===== src/isa_pkg.sv =====
package isa_pkg;

	// ========================================================================
	// architectural widths
	// ========================================================================

	typedef logic [7:0] data_t;     // datapath word
	typedef logic [2:0] reg_addr_t; // register file index
	typedef logic [7:0] imm8_t;     // full i8 immediate
	typedef logic [2:0] imm3_t;     // i3 immediate, also the shift amount

	localparam int NUM_REGS = 8;

	// instruction word, msb first: rn | op8 | imm
	// op8 stays a plain vector so undefined codes can still be carried
	typedef struct packed {
		reg_addr_t   rn;  // source and destination register
		logic [3:0]  op8; // i8 opcode, or the i3 prefix
		imm8_t       imm; // immediate, or i3/i0 opcode bits
	} instr_t;

	// ========================================================================
	// opcode spaces
	// ========================================================================

	// even opcode -> immediate form, odd -> register form
	typedef enum logic [3:0] {
		op8_ori    = 4'd0,
		op8_orr    = 4'd1,
		op8_andi   = 4'd2,
		op8_andr   = 4'd3,
		op8_addi   = 4'd4,
		op8_addr   = 4'd5,
		op8_subi   = 4'd6,
		op8_subr   = 4'd7,
		op8_ldi    = 4'd8,
		op8_prefix = 4'd15 // escape into the i3 space
	} op8_e;

	// lives in imm[7:4]
	typedef enum logic [3:0] {
		op3_shlzi  = 4'd0,
		op3_shlzr  = 4'd1,
		op3_shloi  = 4'd2,
		op3_shlor  = 4'd3,
		op3_shrzi  = 4'd4,
		op3_shrzr  = 4'd5,
		op3_asri   = 4'd6,
		op3_asrr   = 4'd7,
		op3_out    = 4'd11,
		op3_prefix = 4'd15 // escape into the i0 space
	} op3_e;

	// lives in imm[3:0]
	typedef enum logic [3:0] {
		op0_not = 4'd0,
		op0_nop = 4'd15
	} op0_e;

	// all prefixes set, falls through to the i0 nop
	localparam instr_t INSTR_NOP = '{rn: 3'd0, op8: 4'hf, imm: 8'hff};

endpackage


===== src/pipe_pkg.sv =====
package pipe_pkg;

	import isa_pkg::*;

	// operation shared by both lanes
	typedef enum logic [3:0] {
		alu_or,
		alu_and,
		alu_add,
		alu_sub,
		alu_shlz,   // left, zero fill
		alu_shlo,   // left, one fill
		alu_shrz,   // logical right
		alu_asr,    // arithmetic right
		alu_not,    // ~a, b ignored
		alu_pass_b  // load immediate
	} alu_op_e;

	// which lane's result gets committed
	typedef enum logic [0:0] {
		lane_reg = 1'b0, // b from the register file
		lane_imm = 1'b1  // b from the immediate
	} lane_e;

	localparam int NUM_LANES = 2;

	// stage 1 register contents
	typedef struct packed {
		alu_op_e   alu_op;
		lane_e     lane;
		reg_addr_t rd;     // write-back target
		logic      wr_reg; // commit to the register file
		logic      wr_out; // commit to the output port
		data_t     a;      // rn contents
		data_t     b_reg;  // operand register contents
		data_t     b_imm;  // immediate, already extended
	} decoded_t;

	localparam decoded_t DEC_NOP = '{
		alu_op: alu_or,
		lane:   lane_imm,
		rd:     3'd0,
		wr_reg: 1'b0,
		wr_out: 1'b0,
		a:      8'd0,
		b_reg:  8'd0,
		b_imm:  8'd0
	};

endpackage


===== src/reg_file.sv =====
`timescale 1ns/1ps

module reg_file import isa_pkg::*; (
	input  logic      clk,
	input  reg_addr_t i_rd_addr_a,  // rn
	input  reg_addr_t i_rd_addr_b,  // operand register
	output data_t     o_rd_data_a,
	output data_t     o_rd_data_b,
	input  logic      i_wr_en,
	input  reg_addr_t i_wr_addr,
	input  data_t     i_wr_data
);

	// eight general registers, contents undefined until written
	data_t regs [NUM_REGS];

	// reads are combinational
	// a write in this cycle shows up only after the edge, no bypass
	assign o_rd_data_a = regs[i_rd_addr_a];
	assign o_rd_data_b = regs[i_rd_addr_b];

	always_ff @(posedge clk)
	begin
		if (i_wr_en)
			regs[i_wr_addr] <= i_wr_data; // commit slot, E+3
	end

endmodule


===== src/decode_stage.sv =====
`timescale 1ns/1ps

module decode_stage import isa_pkg::*, pipe_pkg::*; (
	input  logic      clk,
	input  logic      reset,
	input  instr_t    i_instr,
	output reg_addr_t o_rd_addr_a,
	output reg_addr_t o_rd_addr_b,
	input  data_t     i_rd_data_a,
	input  data_t     i_rd_data_b,
	output decoded_t  o_dec
);

	logic [3:0] op3;      // i3 opcode field
	logic [3:0] op0;      // i0 opcode field
	imm8_t      imm8;
	imm3_t      imm3;
	logic       is_i8;
	logic       is_i3;
	logic       src_reg;  // odd opcode, b comes from a register
	alu_op_e    op_sel;
	logic       op_ok;    // opcode is one we implement
	logic       is_out;
	decoded_t   dec_next;

	// ========================================================================
	// field split and prefix decode
	// ========================================================================

	assign op3  = i_instr.imm[7:4];
	assign op0  = i_instr.imm[3:0];
	assign imm8 = i_instr.imm;
	assign imm3 = i_instr.imm[2:0];

	assign is_i8 = (i_instr.op8 != op8_prefix);
	assign is_i3 = !is_i8 && (op3 != op3_prefix); // anything left over is i0

	assign src_reg = is_i8 ? i_instr.op8[0] :
	                 is_i3 ? op3[0] : 1'b0;

	// register operands are read straight off the port
	assign o_rd_addr_a = i_instr.rn;
	assign o_rd_addr_b = imm3; // register form names its operand in imm[2:0]

	always_comb
	begin
		op_sel = alu_or;
		op_ok  = 1'b1;
		is_out = 1'b0;
		if (is_i8)
		begin
			case (i_instr.op8)
				op8_ori, op8_orr:   op_sel = alu_or;
				op8_andi, op8_andr: op_sel = alu_and;
				op8_addi, op8_addr: op_sel = alu_add;
				op8_subi, op8_subr: op_sel = alu_sub;
				op8_ldi:            op_sel = alu_pass_b;
				default:            op_ok = 1'b0; // unused i8 codes are nops
			endcase
		end
		else if (is_i3)
		begin
			case (op3)
				op3_shlzi, op3_shlzr: op_sel = alu_shlz;
				op3_shloi, op3_shlor: op_sel = alu_shlo;
				op3_shrzi, op3_shrzr: op_sel = alu_shrz;
				op3_asri, op3_asrr:   op_sel = alu_asr;
				op3_out:              is_out = 1'b1; // a | 0 passes rn through
				default:              op_ok = 1'b0;
			endcase
		end
		else
		begin
			case (op0)
				op0_not: op_sel = alu_not;
				op0_nop: op_ok = 1'b0;
				default: op_ok = 1'b0;
			endcase
		end
	end

	// ========================================================================
	// operand assembly and stage 1 register
	// ========================================================================

	always_comb
	begin
		dec_next.alu_op = op_sel;
		dec_next.lane   = (src_reg && !is_out) ? lane_reg : lane_imm; // out rides lane_imm
		dec_next.rd     = i_instr.rn;
		dec_next.wr_reg = op_ok && !is_out;
		dec_next.wr_out = op_ok && is_out;
		dec_next.a      = i_rd_data_a;
		dec_next.b_reg  = i_rd_data_b;
		// i3 immediates zero extended, out forces zero so the or is a copy
		dec_next.b_imm  = is_out ? 8'd0 : (is_i8 ? imm8 : data_t'(imm3));
	end

	always_ff @(posedge clk)
	begin
		if (reset)
			o_dec <= DEC_NOP;
		else
			o_dec <= dec_next; // E+1
	end

endmodule


===== src/alu_lane.sv =====
`timescale 1ns/1ps

module alu_lane import isa_pkg::*, pipe_pkg::*; (
	input  logic    clk,
	input  alu_op_e i_op,
	input  data_t   i_a,
	input  data_t   i_b,
	output data_t   o_y
);

	imm3_t sh;  // shift amount
	data_t y;   // next result

	assign sh = i_b[2:0]; // upper bits of b are ignored by the shifters

	// ========================================================================
	// operation select
	// ========================================================================

	always_comb
	begin
		case (i_op)
			alu_or:     y = i_a | i_b;
			alu_and:    y = i_a & i_b;
			alu_add:    y = i_a + i_b; // wraps mod 256
			alu_sub:    y = i_a - i_b;
			alu_shlz:   y = i_a << sh;
			// shift the complement in zeros, then flip back, so the
			// vacated low bits come out as ones
			alu_shlo:   y = ~((~i_a) << sh);
			alu_shrz:   y = i_a >> sh;
			alu_asr:    y = data_t'($signed(i_a) >>> sh); // sign bit copied down
			alu_not:    y = ~i_a;
			alu_pass_b: y = i_b;   // ldi
			default:    y = i_a;
		endcase
	end

	// result register, lands at E+2
	always_ff @(posedge clk)
	begin
		o_y <= y;
	end

endmodule


===== src/commit_stage.sv =====
`timescale 1ns/1ps

module commit_stage import isa_pkg::*, pipe_pkg::*; (
	input  logic      clk,
	input  logic      reset,
	input  decoded_t  i_dec,
	input  data_t     i_lane_y [NUM_LANES], // registered lane results
	output logic      o_wr_en,
	output reg_addr_t o_wr_addr,
	output data_t     o_wr_data,
	output data_t     o_out,
	output logic      o_out_strobe
);

	// control fields that follow the lanes by one stage
	typedef struct packed {
		lane_e     lane;
		reg_addr_t rd;
		logic      wr_reg;
		logic      wr_out;
	} commit_ctl_t;

	commit_ctl_t ctl;
	data_t       result; // selected lane

	always_ff @(posedge clk)
	begin
		if (reset)
			ctl <= '0;  // no write, no output
		else
			ctl <= '{lane: i_dec.lane, rd: i_dec.rd, wr_reg: i_dec.wr_reg, wr_out: i_dec.wr_out};
	end

	assign result = i_lane_y[ctl.lane];

	// write port, the register file samples it at E+3
	assign o_wr_en   = ctl.wr_reg;
	assign o_wr_addr = ctl.rd;
	assign o_wr_data = result;

	// output port, one cycle strobe after E+3
	always_ff @(posedge clk)
	begin
		if (reset)
		begin
			o_out        <= 8'd0;
			o_out_strobe <= 1'b0;
		end
		else
		begin
			o_out_strobe <= ctl.wr_out;
			if (ctl.wr_out)
				o_out <= result; // holds between outs
		end
	end

endmodule


===== src/pat_core.sv =====
`timescale 1ns/1ps

module pat_core import isa_pkg::*, pipe_pkg::*; (
	input  logic   clk,
	input  logic   reset,
	input  instr_t i_instr,      // one per clock, INSTR_NOP when idle
	output data_t  o_out,
	output logic   o_out_strobe
);

	reg_addr_t rd_addr_a;
	reg_addr_t rd_addr_b;
	data_t     rd_data_a;
	data_t     rd_data_b;
	logic      wr_en;
	reg_addr_t wr_addr;
	data_t     wr_data;
	decoded_t  dec;               // stage 1 register
	data_t     lane_y [NUM_LANES]; // stage 2 results

	reg_file u_reg_file (
		.clk         (clk),
		.i_rd_addr_a (rd_addr_a),
		.i_rd_addr_b (rd_addr_b),
		.o_rd_data_a (rd_data_a),
		.o_rd_data_b (rd_data_b),
		.i_wr_en     (wr_en),
		.i_wr_addr   (wr_addr),
		.i_wr_data   (wr_data)
	);

	decode_stage u_decode (
		.clk         (clk),
		.reset       (reset),
		.i_instr     (i_instr),
		.o_rd_addr_a (rd_addr_a),
		.o_rd_addr_b (rd_addr_b),
		.i_rd_data_a (rd_data_a),
		.i_rd_data_b (rd_data_b),
		.o_dec       (dec)
	);

	// ========================================================================
	// two identical lanes, each with its own b source
	// ========================================================================

	for (genvar l = 0; l < NUM_LANES; l++)
	begin : g_lane
		data_t lane_b;

		assign lane_b = (lane_e'(l) == lane_reg) ? dec.b_reg : dec.b_imm;

		alu_lane u_alu (
			.clk  (clk),
			.i_op (dec.alu_op),
			.i_a  (dec.a),
			.i_b  (lane_b),
			.o_y  (lane_y[l])
		);
	end

	commit_stage u_commit (
		.clk          (clk),
		.reset        (reset),
		.i_dec        (dec),
		.i_lane_y     (lane_y),
		.o_wr_en      (wr_en),
		.o_wr_addr    (wr_addr),
		.o_wr_data    (wr_data),
		.o_out        (o_out),
		.o_out_strobe (o_out_strobe)
	);

endmodule


===== config.mk =====
export PLATFORM = sky130hd
export DESIGN_NAME = pat_core
export DESIGN_NICKNAME = d
export VERILOG_FILES = /design/src/isa_pkg.sv /design/src/pipe_pkg.sv /design/src/reg_file.sv /design/src/decode_stage.sv /design/src/alu_lane.sv /design/src/commit_stage.sv /design/src/pat_core.sv
export SDC_FILE = /design/constraint.sdc
export NUM_CORES = 1
export LEC_CHECK = 0
export BUFFER_PORTS_ARGS = -buffer_cell sky130_fd_sc_hd__buf_2
export CAP_MARGIN = 20
export CORE_MARGIN = 3
export CORE_UTILIZATION = 57
export DETAILED_ROUTE_END_ITERATION = 8
export PLACE_DENSITY = 0.77
export SETUP_SLACK_MARGIN = 0.1
export SLEW_MARGIN = 20
export SYNTH_ARGS = -nofsm -noshare
export SYNTH_HDL_FRONTEND = slang
export SYNTH_SLANG_ARGS = --single-unit

===== constraint.sdc =====
create_clock -name clk -period 3 [get_ports clk]
set_input_delay 0.9 -clock clk [delete_from_list [all_inputs] [get_ports clk]]
set_output_delay 0.9 -clock clk [all_outputs]
set_load 0.05 [all_outputs]

==> impl_metrics.py, run 1 <==
metrics = {
    "clock_network": {
        "post_cts_buffers": 0,
        "cts.sink_count": 129,
        "hold_buffers": 0,
        "cts.clk_slew.worst_paths_ns": 0.06,
        "htree_levels": 4,
        "post_cts_resized": 0,
        "clk_path_buf_depth": 2,
        "numCtsBuffers": 17,
        "cts_root_buf": "clkbuf_16",
        "clock_latency_ns": 0.42,
        "cts_tree": "built",
    },
    "floorplan": {
        "die_x_um": 123,
        "core-area_um2": 13300,
        "initial_core_util_pct": 58.9,
        "die_area_um2": 15200,
        "row_count": 42,
        "die_h_um": 123,
        "ios": 26,
    },
    "yosys": {
        "synth-edff-count": 64,
        "ys_types": 70,
        "synth-seq-cells": 129,
        "syn_area_um2": 7870,
        "syn_inst": 742,
        "yosysWarnings": 0,
        "async_flop_share_pct": 0,
        "ys.flop_type": "dfxtp_1",
        "yosysSeqAreaShare_pct": 41.0,
        "syn-mean-instance-area_um2": 10.6,
        "syn_nets": 783,
    },
    "outcome": {
        "status": "completed",
    },
    "setup_path": {
        "startpoint": "u_decode.o_dec[32]",
        "ff2ff_path_depth": 9,
        "reg2reg_from": "u_decode.o_dec[32]",
        "cpPeakStageDelay_ns": 0.56,
        "reg2reg_to": "g_lane[1].u_alu.o_y[7]",
        "crit_required_ns": 3.35,
        "crit_slowest_cell": "and4bb_2",
        "arrival_ns": 3.02,
        "critPathBufInv": 0,
        "worst-r2r-setup-slack_ns": 0.33,
        "crit_path_max_fanout": 15,
        "crit_family": "simple AND/OR/NAND/NOR gates",
        "cp-end-kind": "flip-flop",
        "crit_type": "reg2reg",
        "crit_chain": "and4bb_2 > nor2_1 > xnor2_1 > ha_1 > nand3_1 > a21oi_1 > nor3_1 > or4b_1 > nand4_1",
        "crit_path_start_kind": "flip-flop",
    },
    "layout": {
        "finalNetCount": 783,
        "drive_gt1_share_pct": 19.3,
        "n_antenna_cell": 0,
        "area_growth_pct": 9.61,
        "fillCellCount": 1032,
    },
    "power": {
        "pwr-share-comb_pct": 17.7,
        "p_per_area_nw_per_um2": 559,
        "switching_power_mw": 1.38,
        "p_total_mw": 4.82,
        "power.internal_mw": 3.44,
        "netSwitchingFraction_pct": 28.6,
        "clockPowerShare_pct": 39.7,
        "p_leak_nw": 3.10,
        "power_frac_seq_pct": 42.5,
        "ir_worst_vdd_mv": 0.723,
    },
    "timing": {
        "finalCriticalPeriod_ns": 2.67,
        "max_freq_ghz": 0.374,
        "drv_slew": 0,
        "fin_crit_sh_pct": 89.1,
        "finalSetupViolations": 0,
        "worst_pin_slew_ns": 1.04,
        "rsz0062_at_grt": "no",
        "slew-limit-headroom_pct": 30.7,
        "hold_violations": 0,
        "fin_tns_setup_ns": 0,
        "clock_skew_ns": 0.00764,
    },
    "placed_design": {
        "portBuffers": 25,
        "hpwl_mm": 14.0,
        "globalplace.congestion": 0.977,
    },
    "min_path": {
        "min_path_type": "reg2reg",
        "holdPathEnd": "u_commit.ctl[5]",
        "hp-start": "u_decode.o_dec[29]",
        "hold_depth": 1,
    },
    "drt": {
        "ant_nets": 0,
        "post_drt_wl_per_cell_um": 22.5,
        "drc": 0,
        "viasPerCell": 6.74,
        "wl_mm": 21.0,
        "drt_iter0_drc": 788,
        "via_count": 6276,
        "first_pass_iters": 5,
    },
    "grt": {
        "grt_usage_pct": 28.6,
        "grt_pass1_wl_mm": 32.6,
        "antenna_found_initial": 0,
        "busiest_layer": "met2",
        "gr-total-overflow": 0,
        "met2_usage_pct": 45.2,
        "grtUsageMet3_pct": 5.67,
        "globalRouteMet1Util_pct": 38.7,
        "grt_start_max_net_pins": 44,
        "grt_pass1_vias": 6065,
    },
    "run": {
        "cap_violations": 0,
    },
}
==> layout by cell type (no fill, tap or decap), types with 4 or more instances in the layout <==
cell type / n
a211o_1: 4
a211oi_1: 10
a21oi_1: 28
a221o_1: 4
a31oi_1: 7
and2_1: 12
and3_1: 5
buf_2: 25
buf_4: 17
clkbuf_16: 17
clkinvlp_4: 4
dfxtp_1: 65
edfxtp_1: 64
ha_1: 22
inv_1: 16
inv_6: 4
mux2_2: 15
mux2i_1: 37
mux4_2: 47
nand2_1: 43
nand2b_1: 9
nand3_1: 18
nand4_1: 4
nor2_1: 85
nor2b_1: 23
nor3_1: 19
nor3b_1: 4
nor4_1: 5
o211ai_1: 10
o21ai_0: 34
o22ai_1: 6
xnor2_1: 14
xor2_1: 4
==> worst max path at each step <==
| stage | end | cells after the start |
|---|---|---|
| 2_1_floorplan | g_lane[0].u_alu.o_y[6] | 11 |
| 3_3_place_gp | g_lane[0].u_alu.o_y[6] | 8 |
| 3_5_place_dp | g_lane[1].u_alu.o_y[7] | 9 |
| 4_1_cts | g_lane[0].u_alu.o_y[6] | 8 |
| 5_1_grt | g_lane[1].u_alu.o_y[7] | 9 |
| 6_report | g_lane[1].u_alu.o_y[7] | 9 |
==> sequential cells by signal (all words and copies together), names as in the netlist <==
signal / cells
u_commit.o_wr_addr: 3
u_commit.o_out_strobe: 1
u_decode.o_dec: 34
u_commit.o_wr_en: 1
g_lane.u_alu.o_y: 16
u_commit.ctl: 2
u_commit.o_out: 8
u_reg_file.regs: 64
==> metal layers <==
metal,vias to the layer above,part of all wire (%)
li1,2794,-
met1,3052,40
met2,365,48
met3,65,9.1
met4,0,3.4
met5,-,0
==> kinds of logic after synthesis <==
family                     share of synthesized area (%)
AOI/OAI and AO/OA                                   12.3
xor gates and xnor gates                            2.00
adders and majority gates                           4.01
buffers and inverters                               4.47
DFF                                                 41.0
muxes                                               20.3
and+or+nand+nor                                     16.0
==> cell type report <==
cell class / count / area [um^2] / share of cell area [%]
clock buffer: 19 / 453 / 5.25
clock inverter: 13 / 100 / 1.16
inverter: 16 / 60.1 / 0.696
multi-input combinational: 535 / 4300 / 49.9
sequential: 129 / 3220 / 37.4
tap: 176 / 220 / 2.55
timing repair buffer: 43 / 264 / 3.06
==> power by group through the flow <==
stage          sequential (mW)  clock [mW]  combinational (mW)
2_1_floorplan             2.04           0               0.654
3_3_place_gp              2.08           0               0.802
3_5_place_dp              2.08           0               0.829
4_1_cts                   2.05        1.92               0.840
5_1_grt                   2.06        2.00               0.927
6_report                  2.05        1.92               0.856
==> cells in the mapped netlist (4+ instances only) <==
cell,number,area [um^2]
ha_1,22,275
o21ai_0,34,170
mux2i_1,37,370
o22ai_1,6,37.5
xnor2_1,14,123
buf_2,22,110
nand4_1,4,25.0
nor3_1,21,105
o211ai_1,10,75.1
dfxtp_1,65,1300
a211oi_1,10,75.1
clkbuf_1,29,109
a211o_1,4,35.0
buf_4,4,30.0
a221o_1,4,40.0
nor3b_1,4,30.0
inv_1,16,60.1
xor2_1,4,35.0
edfxtp_1,64,1920
nand2b_1,9,56.3
and2_1,12,75.1
nand3_1,18,90.1
mux4_2,47,1060
mux2_2,15,169
buf_1,4,15.0
nand2_1,43,161
nor2b_1,23,144
nor2_1,85,319
a21oi_1,28,140
and3_1,5,31.3
a31oi_1,7,43.8
nor4_1,5,31.3
==> per-stage QoR <==
step / instance area, um^2 / std cells / hold WS, ns / setup WS, ns / utilization (%)
after global placement: 8060 / 898 / 0.424 / 0.436 / 60.4
after floorplan: 7870 / 742 / 0.414 / 0.171 / -
after CTS: 8610 / 930 / 0.443 / 0.379 / 64.5
after global routing: 8620 / 931 / 0.461 / 0.219 / 64.6
after detailed placement: 8060 / 898 / 0.430 / 0.388 / 60.4
final: 8620 / 931 / 0.446 / 0.327 / 64.6
Note: power is estimated with default switching activity, not from simulation.
==> inputs of run 2 (changes only) <==
--- a/config.mk
+++ b/config.mk
@@ -5,6 +5,7 @@
 export SDC_FILE = /design/constraint.sdc
 export NUM_CORES = 1
 export LEC_CHECK = 0
+export ABC_AREA = 1
 export BUFFER_PORTS_ARGS = -buffer_cell sky130_fd_sc_hd__buf_2
 export CAP_MARGIN = 20
 export CORE_MARGIN = 3
==> impl_metrics.py, run 2 <==
metrics = {
    "timing": {
        "finalSetupViolations": 0,
        "fin_tns_setup_ns": 0,
        "clock_skew_ns": 0.00990,
        "fin_crit_sh_pct": 87.1,
        "finalCriticalPeriod_ns": 2.61,
        "max_freq_ghz": 0.383,
        "drv_slew": 0,
        "worst_pin_slew_ns": 0.984,
        "rsz0062_at_grt": "no",
        "worst_slack_ns": 0.387,
        "slew-limit-headroom_pct": 34.2,
        "worst_hold_slack_ns": 0.406,
        "hold_violations": 0,
    },
    "setup_path": {
        "ff2ff_path_depth": 16,
        "reg2reg_to": "g_lane[1].u_alu.o_y[7]",
        "worst-r2r-setup-slack_ns": 0.39,
        "cp_common_cell": "nand2_1",
        "crit_type": "reg2reg",
        "crit_slowest_cell": "dfxtp_1",
        "crit_required_ns": 3.31,
        "arrival_ns": 2.92,
        "crit_path_start_kind": "flip-flop",
        "reg2reg_from": "u_decode.o_dec[1]",
        "cp-end-kind": "flip-flop",
        "crit_path_max_fanout": 10,
        "cpPeakStageDelay_ns": 0.52,
        "crit_chain": "clkinv_1 > ha_1 > inv_1 > nor3_1 > or2_2 > xor2_1 > inv_1 > ha_1 > nand2_1 > nand2_1 > nand2_1 > nand2_1 > a21oi_1 > nand3_1 > nand3_1 > nand3_1",
    },
    "power": {
        "p_total_mw": 5.20,
        "ir_worst_vdd_mv": 0.589,
        "p_leak_nw": 4.15,
        "p_per_area_nw_per_um2": 586,
    },
    "grt": {
        "grt_start_max_net_pins": 37,
        "antenna_found_initial": 0,
        "gr-total-overflow": 0,
        "grt_pass1_wl_mm": 40.2,
        "grt_usage_pct": 35.0,
        "grt_pass1_vias": 7419,
    },
    "drt": {
        "viasPerCell": 6.05,
        "drc": 0,
        "post_drt_wl_per_cell_um": 19.2,
        "wl_mm": 25.9,
        "drt_iter0_drc": 1335,
        "ant_nets": 0,
        "via_count": 8149,
        "first_pass_iters": 7,
    },
    "placed_design": {
        "portBuffers": 25,
        "hpwl_mm": 18.2,
        "dp_cells": 1314,
        "globalplace.congestion": 1.04,
        "pre_cts_slack_ns": 0.364,
        "postPlaceCellArea_um2": 8250,
    },
    "clock_network": {
        "htree_levels": 4,
        "cts.sink_count": 129,
        "cts.clk_slew.worst_paths_ns": 0.06,
        "cts_tree": "built",
        "numCtsBuffers": 17,
        "clock_latency_ns": 0.43,
        "post_cts_resized": 0,
        "cts_root_buf": "clkbuf_16",
        "clk_path_buf_depth": 2,
        "hold_buffers": 0,
        "post_cts_buffers": 0,
    },
    "yosys": {
        "ys_types": 38,
        "synth_commonest_cells": "nand2_1 (268), o21ai_0 (157), nor2_1 (141)",
        "ys.flop_type": "dfxtp_1",
        "syn_inst": 1141,
        "syn_nets": 1182,
        "synth.largest_area_cell": "edfxtp_1",
        "synth-edff-count": 64,
        "synth_top_area_share_pct": 24.2,
        "yosysWarnings": 0,
        "synth.area.top_cells": "edfxtp_1 (24%), dfxtp_1 (16%), nand2_1 (13%), o21ai_0 (9.9%), nand3_1 (6.8%)",
        "yosysSeqAreaShare_pct": 40.5,
        "async_flop_share_pct": 0,
        "post-synth-top-count-cell": "nand2_1",
        "synth-seq-cells": 129,
        "syn-mean-instance-area_um2": 6.97,
        "syn_area_um2": 7950,
    },
    "layout": {
        "fin_util_pct": 66.0,
        "finalNetCount": 1198,
        "fin_cells": 1347,
        "multi_input_area_um2": 4030,
        "largest_reg_flops": 64,
        "largestRegisters": "u_reg_file.regs (64), u_decode.o_dec (34), g_lane.u_alu.o_y (16)",
        "drive_gt1_share_pct": 8.55,
        "final_common_cell": "nand2_1",
        "regMostFlops": "u_reg_file.regs",
        "fillCellCount": 1203,
        "most-common-layout-cells": "nand2_1 (268), o21ai_0 (157), nor2_1 (141), inv_1 (123), nand3_1 (107)",
        "post-route-cell-area_um2": 8880,
        "area_growth_pct": 11.7,
        "regArea_um2": 3220,
    },
    "floorplan": {
        "ios": 26,
        "core-area_um2": 13500,
        "initial_core_util_pct": 59.1,
        "die_h_um": 124,
        "row_count": 42,
        "die_area_um2": 15400,
        "die_x_um": 124,
    },
    "run": {
        "cap_violations": 0,
    },
    "min_path": {
        "min_path_type": "reg2reg",
        "hold_depth": 2,
        "holdPathEnd": "u_commit.ctl[0]",
        "hp-start": "u_decode.o_dec[24]",
    },
    "outcome": {
        "status": "completed",
    },
}
==> run 2: cell count changes after synthesis, moves of 47 or more <==
cell,delta
nor2_1,+56
inv_1,+107
mux4_2,-47
nand3_1,+90
nand2_1,+225
o21ai_0,+123
==> run 2: power breakdown <==
| group | internal [mW] | switching (mW) |
|---|---|---|
| clock | 1.41 | 0.812 |
| combinational | 0.289 | 0.631 |
| sequential | 1.97 | 0.0835 |
| total | 3.67 | 1.53 |
==> run 2: worst max-delay path by stage <==
stage | endpoint | startpoint | depth (start not counted)
after floorplan | g_lane[0].u_alu.o_y[6] | u_decode.o_dec[9] | 16
after global placement | g_lane[0].u_alu.o_y[6] | u_decode.o_dec[32] | 13
after detailed placement | g_lane[0].u_alu.o_y[6] | u_decode.o_dec[32] | 13
after CTS | g_lane[0].u_alu.o_y[6] | u_decode.o_dec[32] | 13
after global routing | g_lane[1].u_alu.o_y[7] | u_decode.o_dec[1] | 16
final | g_lane[1].u_alu.o_y[7] | u_decode.o_dec[1] | 16
==> run 2: worst max-delay path, delay by kind of cell, from the launching register on <==
| kind | cells | cell delay (ns) |
|---|---|---|
| and+or+nand+nor | 9 | 0.88 |
| adders and majority gates | 2 | 0.53 |
| DFF | 1 | 0.52 |
| buffers and inverters | 3 | 0.28 |
| AOI/OAI and AO/OA | 1 | 0.15 |
| xor gates and xnor gates | 1 | 0.14 |
==> run 2: area by class of cell <==
class	instances	share of cell area, %
sequential	129	36.3
tap	176	2.48
timing repair buffer	46	3.18
clock buffer	19	4.99
inverter	133	5.62
multi-input combinational	830	45.4
clock inverter	13	2.03
antenna	1	0.0282
==> run 2: kinds of logic after synthesis <==
family,Yosys count,synth area share (%)
AND/OR/NAND/NOR,563,29.8
flip-flops,129,40.5
XOR/XNOR,13,1.43
adder cells (fa/ha/maj),24,3.97
AO/OA/AOI/OAI,222,14.3
buffers and inverters,182,8.86
multiplexers,8,1.13
==> run 2: routing by layer <==
metal	wire [um]	GRT usage, %	share of wire (%)	vias to the layer above
li1	-	-	-	3790
met1	10400	47.8	40	3670
met2	11300	53.1	44	577
met3	3050	8.67	12	112
met4	1140	14.8	4.4	0
met5	0	0	0	-
==> inputs of run 3 (changes only) <==
--- a/config.mk
+++ b/config.mk
@@ -11,7 +11,7 @@
 export CORE_MARGIN = 3
 export CORE_UTILIZATION = 57
 export DETAILED_ROUTE_END_ITERATION = 8
-export PLACE_DENSITY = 0.77
+export PLACE_DENSITY = 0.86
 export SETUP_SLACK_MARGIN = 0.1
 export SLEW_MARGIN = 20
 export SYNTH_ARGS = -nofsm -noshare
==> impl_metrics.py, run 3 (synthesis results as in run 2) <==
metrics = {
    "grt": {
        "gr-total-overflow": 0,
        "grt_usage_pct": 33.6,
        "antenna_found_initial": 0,
        "grt_start_max_net_pins": 34,
        "grt_pass1_vias": 7282,
        "grt_pass1_wl_mm": 38.6,
    },
    "floorplan": {
        "initial_core_util_pct": 59.1,
        "die_area_um2": 15400,
        "row_count": 42,
        "core-area_um2": 13500,
        "die_h_um": 124,
        "ios": 26,
        "die_x_um": 124,
    },
    "layout": {
        "most-common-layout-cells": "nand2_1 (268), o21ai_0 (157), nor2_1 (141), inv_1 (123), nand3_1 (108)",
        "regMostFlops": "u_reg_file.regs",
        "post-route-cell-area_um2": 8850,
        "largestRegisters": "u_reg_file.regs (64), u_decode.o_dec (34), g_lane.u_alu.o_y (16)",
        "fillCellCount": 1145,
        "final_common_cell": "nand2_1",
        "largest_reg_flops": 64,
        "drive_gt1_share_pct": 8.70,
        "finalNetCount": 1201,
        "area_growth_pct": 11.4,
        "n_antenna_cell": 0,
    },
    "clock_network": {
        "htree_levels": 4,
        "cts_tree": "built",
        "numCtsBuffers": 17,
        "cts_root_buf": "clkbuf_16",
        "clock_latency_ns": 0.43,
        "clk_path_buf_depth": 2,
        "post_cts_buffers": 0,
        "post_cts_resized": 0,
        "cts.sink_count": 129,
        "cts.clk_slew.worst_paths_ns": 0.06,
        "hold_buffers": 0,
    },
    "setup_path": {
        "crit_type": "reg2reg",
        "crit_required_ns": 3.30,
        "cp-end-kind": "flip-flop",
        "arrival_ns": 2.74,
        "crit_path_max_fanout": 23,
        "crit_path_start_kind": "flip-flop",
    },
    "drt": {
        "viasPerCell": 6.05,
        "via_count": 8161,
        "first_pass_iters": 9,
        "post_drt_wl_per_cell_um": 18.9,
        "ant_nets": 0,
        "drt_iter0_drc": 1378,
        "wl_mm": 25.4,
        "drc": 2,
    },
    "timing": {
        "rsz0062_at_grt": "no",
        "fin_crit_sh_pct": 81.4,
        "worst_slack_ns": 0.558,
        "fin_tns_setup_ns": 0,
        "worst_pin_slew_ns": 0.965,
        "drv_slew": 0,
        "hold_violations": 0,
        "finalCriticalPeriod_ns": 2.44,
        "clock_skew_ns": 0.0122,
        "slew-limit-headroom_pct": 35.6,
        "max_freq_ghz": 0.410,
        "finalSetupViolations": 0,
    },
    "placed_design": {
        "hpwl_mm": 17.8,
        "postPlaceCellArea_um2": 8270,
        "pre_cts_slack_ns": 0.625,
        "globalplace.congestion": 1.06,
        "portBuffers": 25,
    },
    "min_path": {
        "min_path_type": "reg2reg",
    },
    "outcome": {
        "status": "finished, violations left",
        "violations": "DRC",
    },
    "power": {
        "ir_worst_vdd_mv": 0.439,
        "p_per_area_nw_per_um2": 566,
        "p_leak_nw": 4.14,
    },
    "run": {
        "cap_violations": 0,
    },
}
## run 3: cell types whose count changed in the layout (fill, tap and decap cells not counted), sizes merged
cell / before / now
buf: 46 / 49
diode: 1 / 0
clkbuf: 19 / 17
clkinvlp: 1 / 2
bufinv: 4 / 2
inv: 130 / 132
clkinv: 11 / 12
## run 3: report_power, final
part | total [mW] | switching [mW] | leakage, nW | internal [mW]
Combinational | 0.913 | 0.621 | 2.74 | 0.292
Clock | 2.05 | 0.816 | 0.281 | 1.23
Sequential | 2.05 | 0.0810 | 1.12 | 1.97
Total | 5.01 | 1.52 | 4.14 | 3.50
## run 3: worst max-delay path, cell delays in order, from the launching register on
cell and delay, ns:
dfxtp_1 0.31, buf_4 0.21, nor2_1 0.29, nand3_1 0.13, nand2_1 0.13, xor2_1 0.17
inv_1 0.06, ha_1 0.34, nand2_1 0.11, inv_1 0.04, nand2_1 0.05, nand2_1 0.05
a21oi_1 0.16, nand3_1 0.10, nand3_1 0.09, nand3_1 0.09
## run 3: cell type report
| cell class | instances | area, um^2 | area share (%) |
|---|---|---|---|
| Tap cell | 176 | 220 | 2.49 |
| Clock inverter | 15 | 158 | 1.78 |
| Sequential cell | 129 | 3220 | 36.4 |
| Clock buffer | 17 | 425 | 4.80 |
| Multi-Input combinational cell | 830 | 4020 | 45.4 |
| Inverter | 133 | 499 | 5.64 |
| Timing Repair Buffer | 49 | 305 | 3.45 |
## run 3: stage by stage
step                std cells  hold WS, ns  power, mW  util, %
floorplan                1141        0.388       2.67        -
global placement         1317        0.389       2.95     61.5
detailed placement       1317        0.396       2.96     61.5
CTS                      1349        0.403       4.98     65.8
global route             1349        0.417       5.19     65.8
finish                   1349        0.402       5.01     65.8
## run 3: worst paths after layout
check                startpoint                endpoint  slack, ns  cells past startpoint
min reg2reg  u_decode.o_dec[27]   u_commit.o_wr_addr[1]       0.40                      2
min          u_decode.o_dec[27]   u_commit.o_wr_addr[1]       0.40                      2
max           u_decode.o_dec[1]  g_lane[1].u_alu.o_y[7]       0.56                     15
max reg2reg   u_decode.o_dec[1]  g_lane[1].u_alu.o_y[7]       0.56                     15
## run 3: metal layers
metal  global-route usage, %  vias up  part of all wire, %
met1                    45.5     3641                   39
met2                    51.6      623                   44
met3                    9.36      104                   13
met5                       0        -                    0
li1                        -     3793                    -
met4                    12.5        0                  4.3
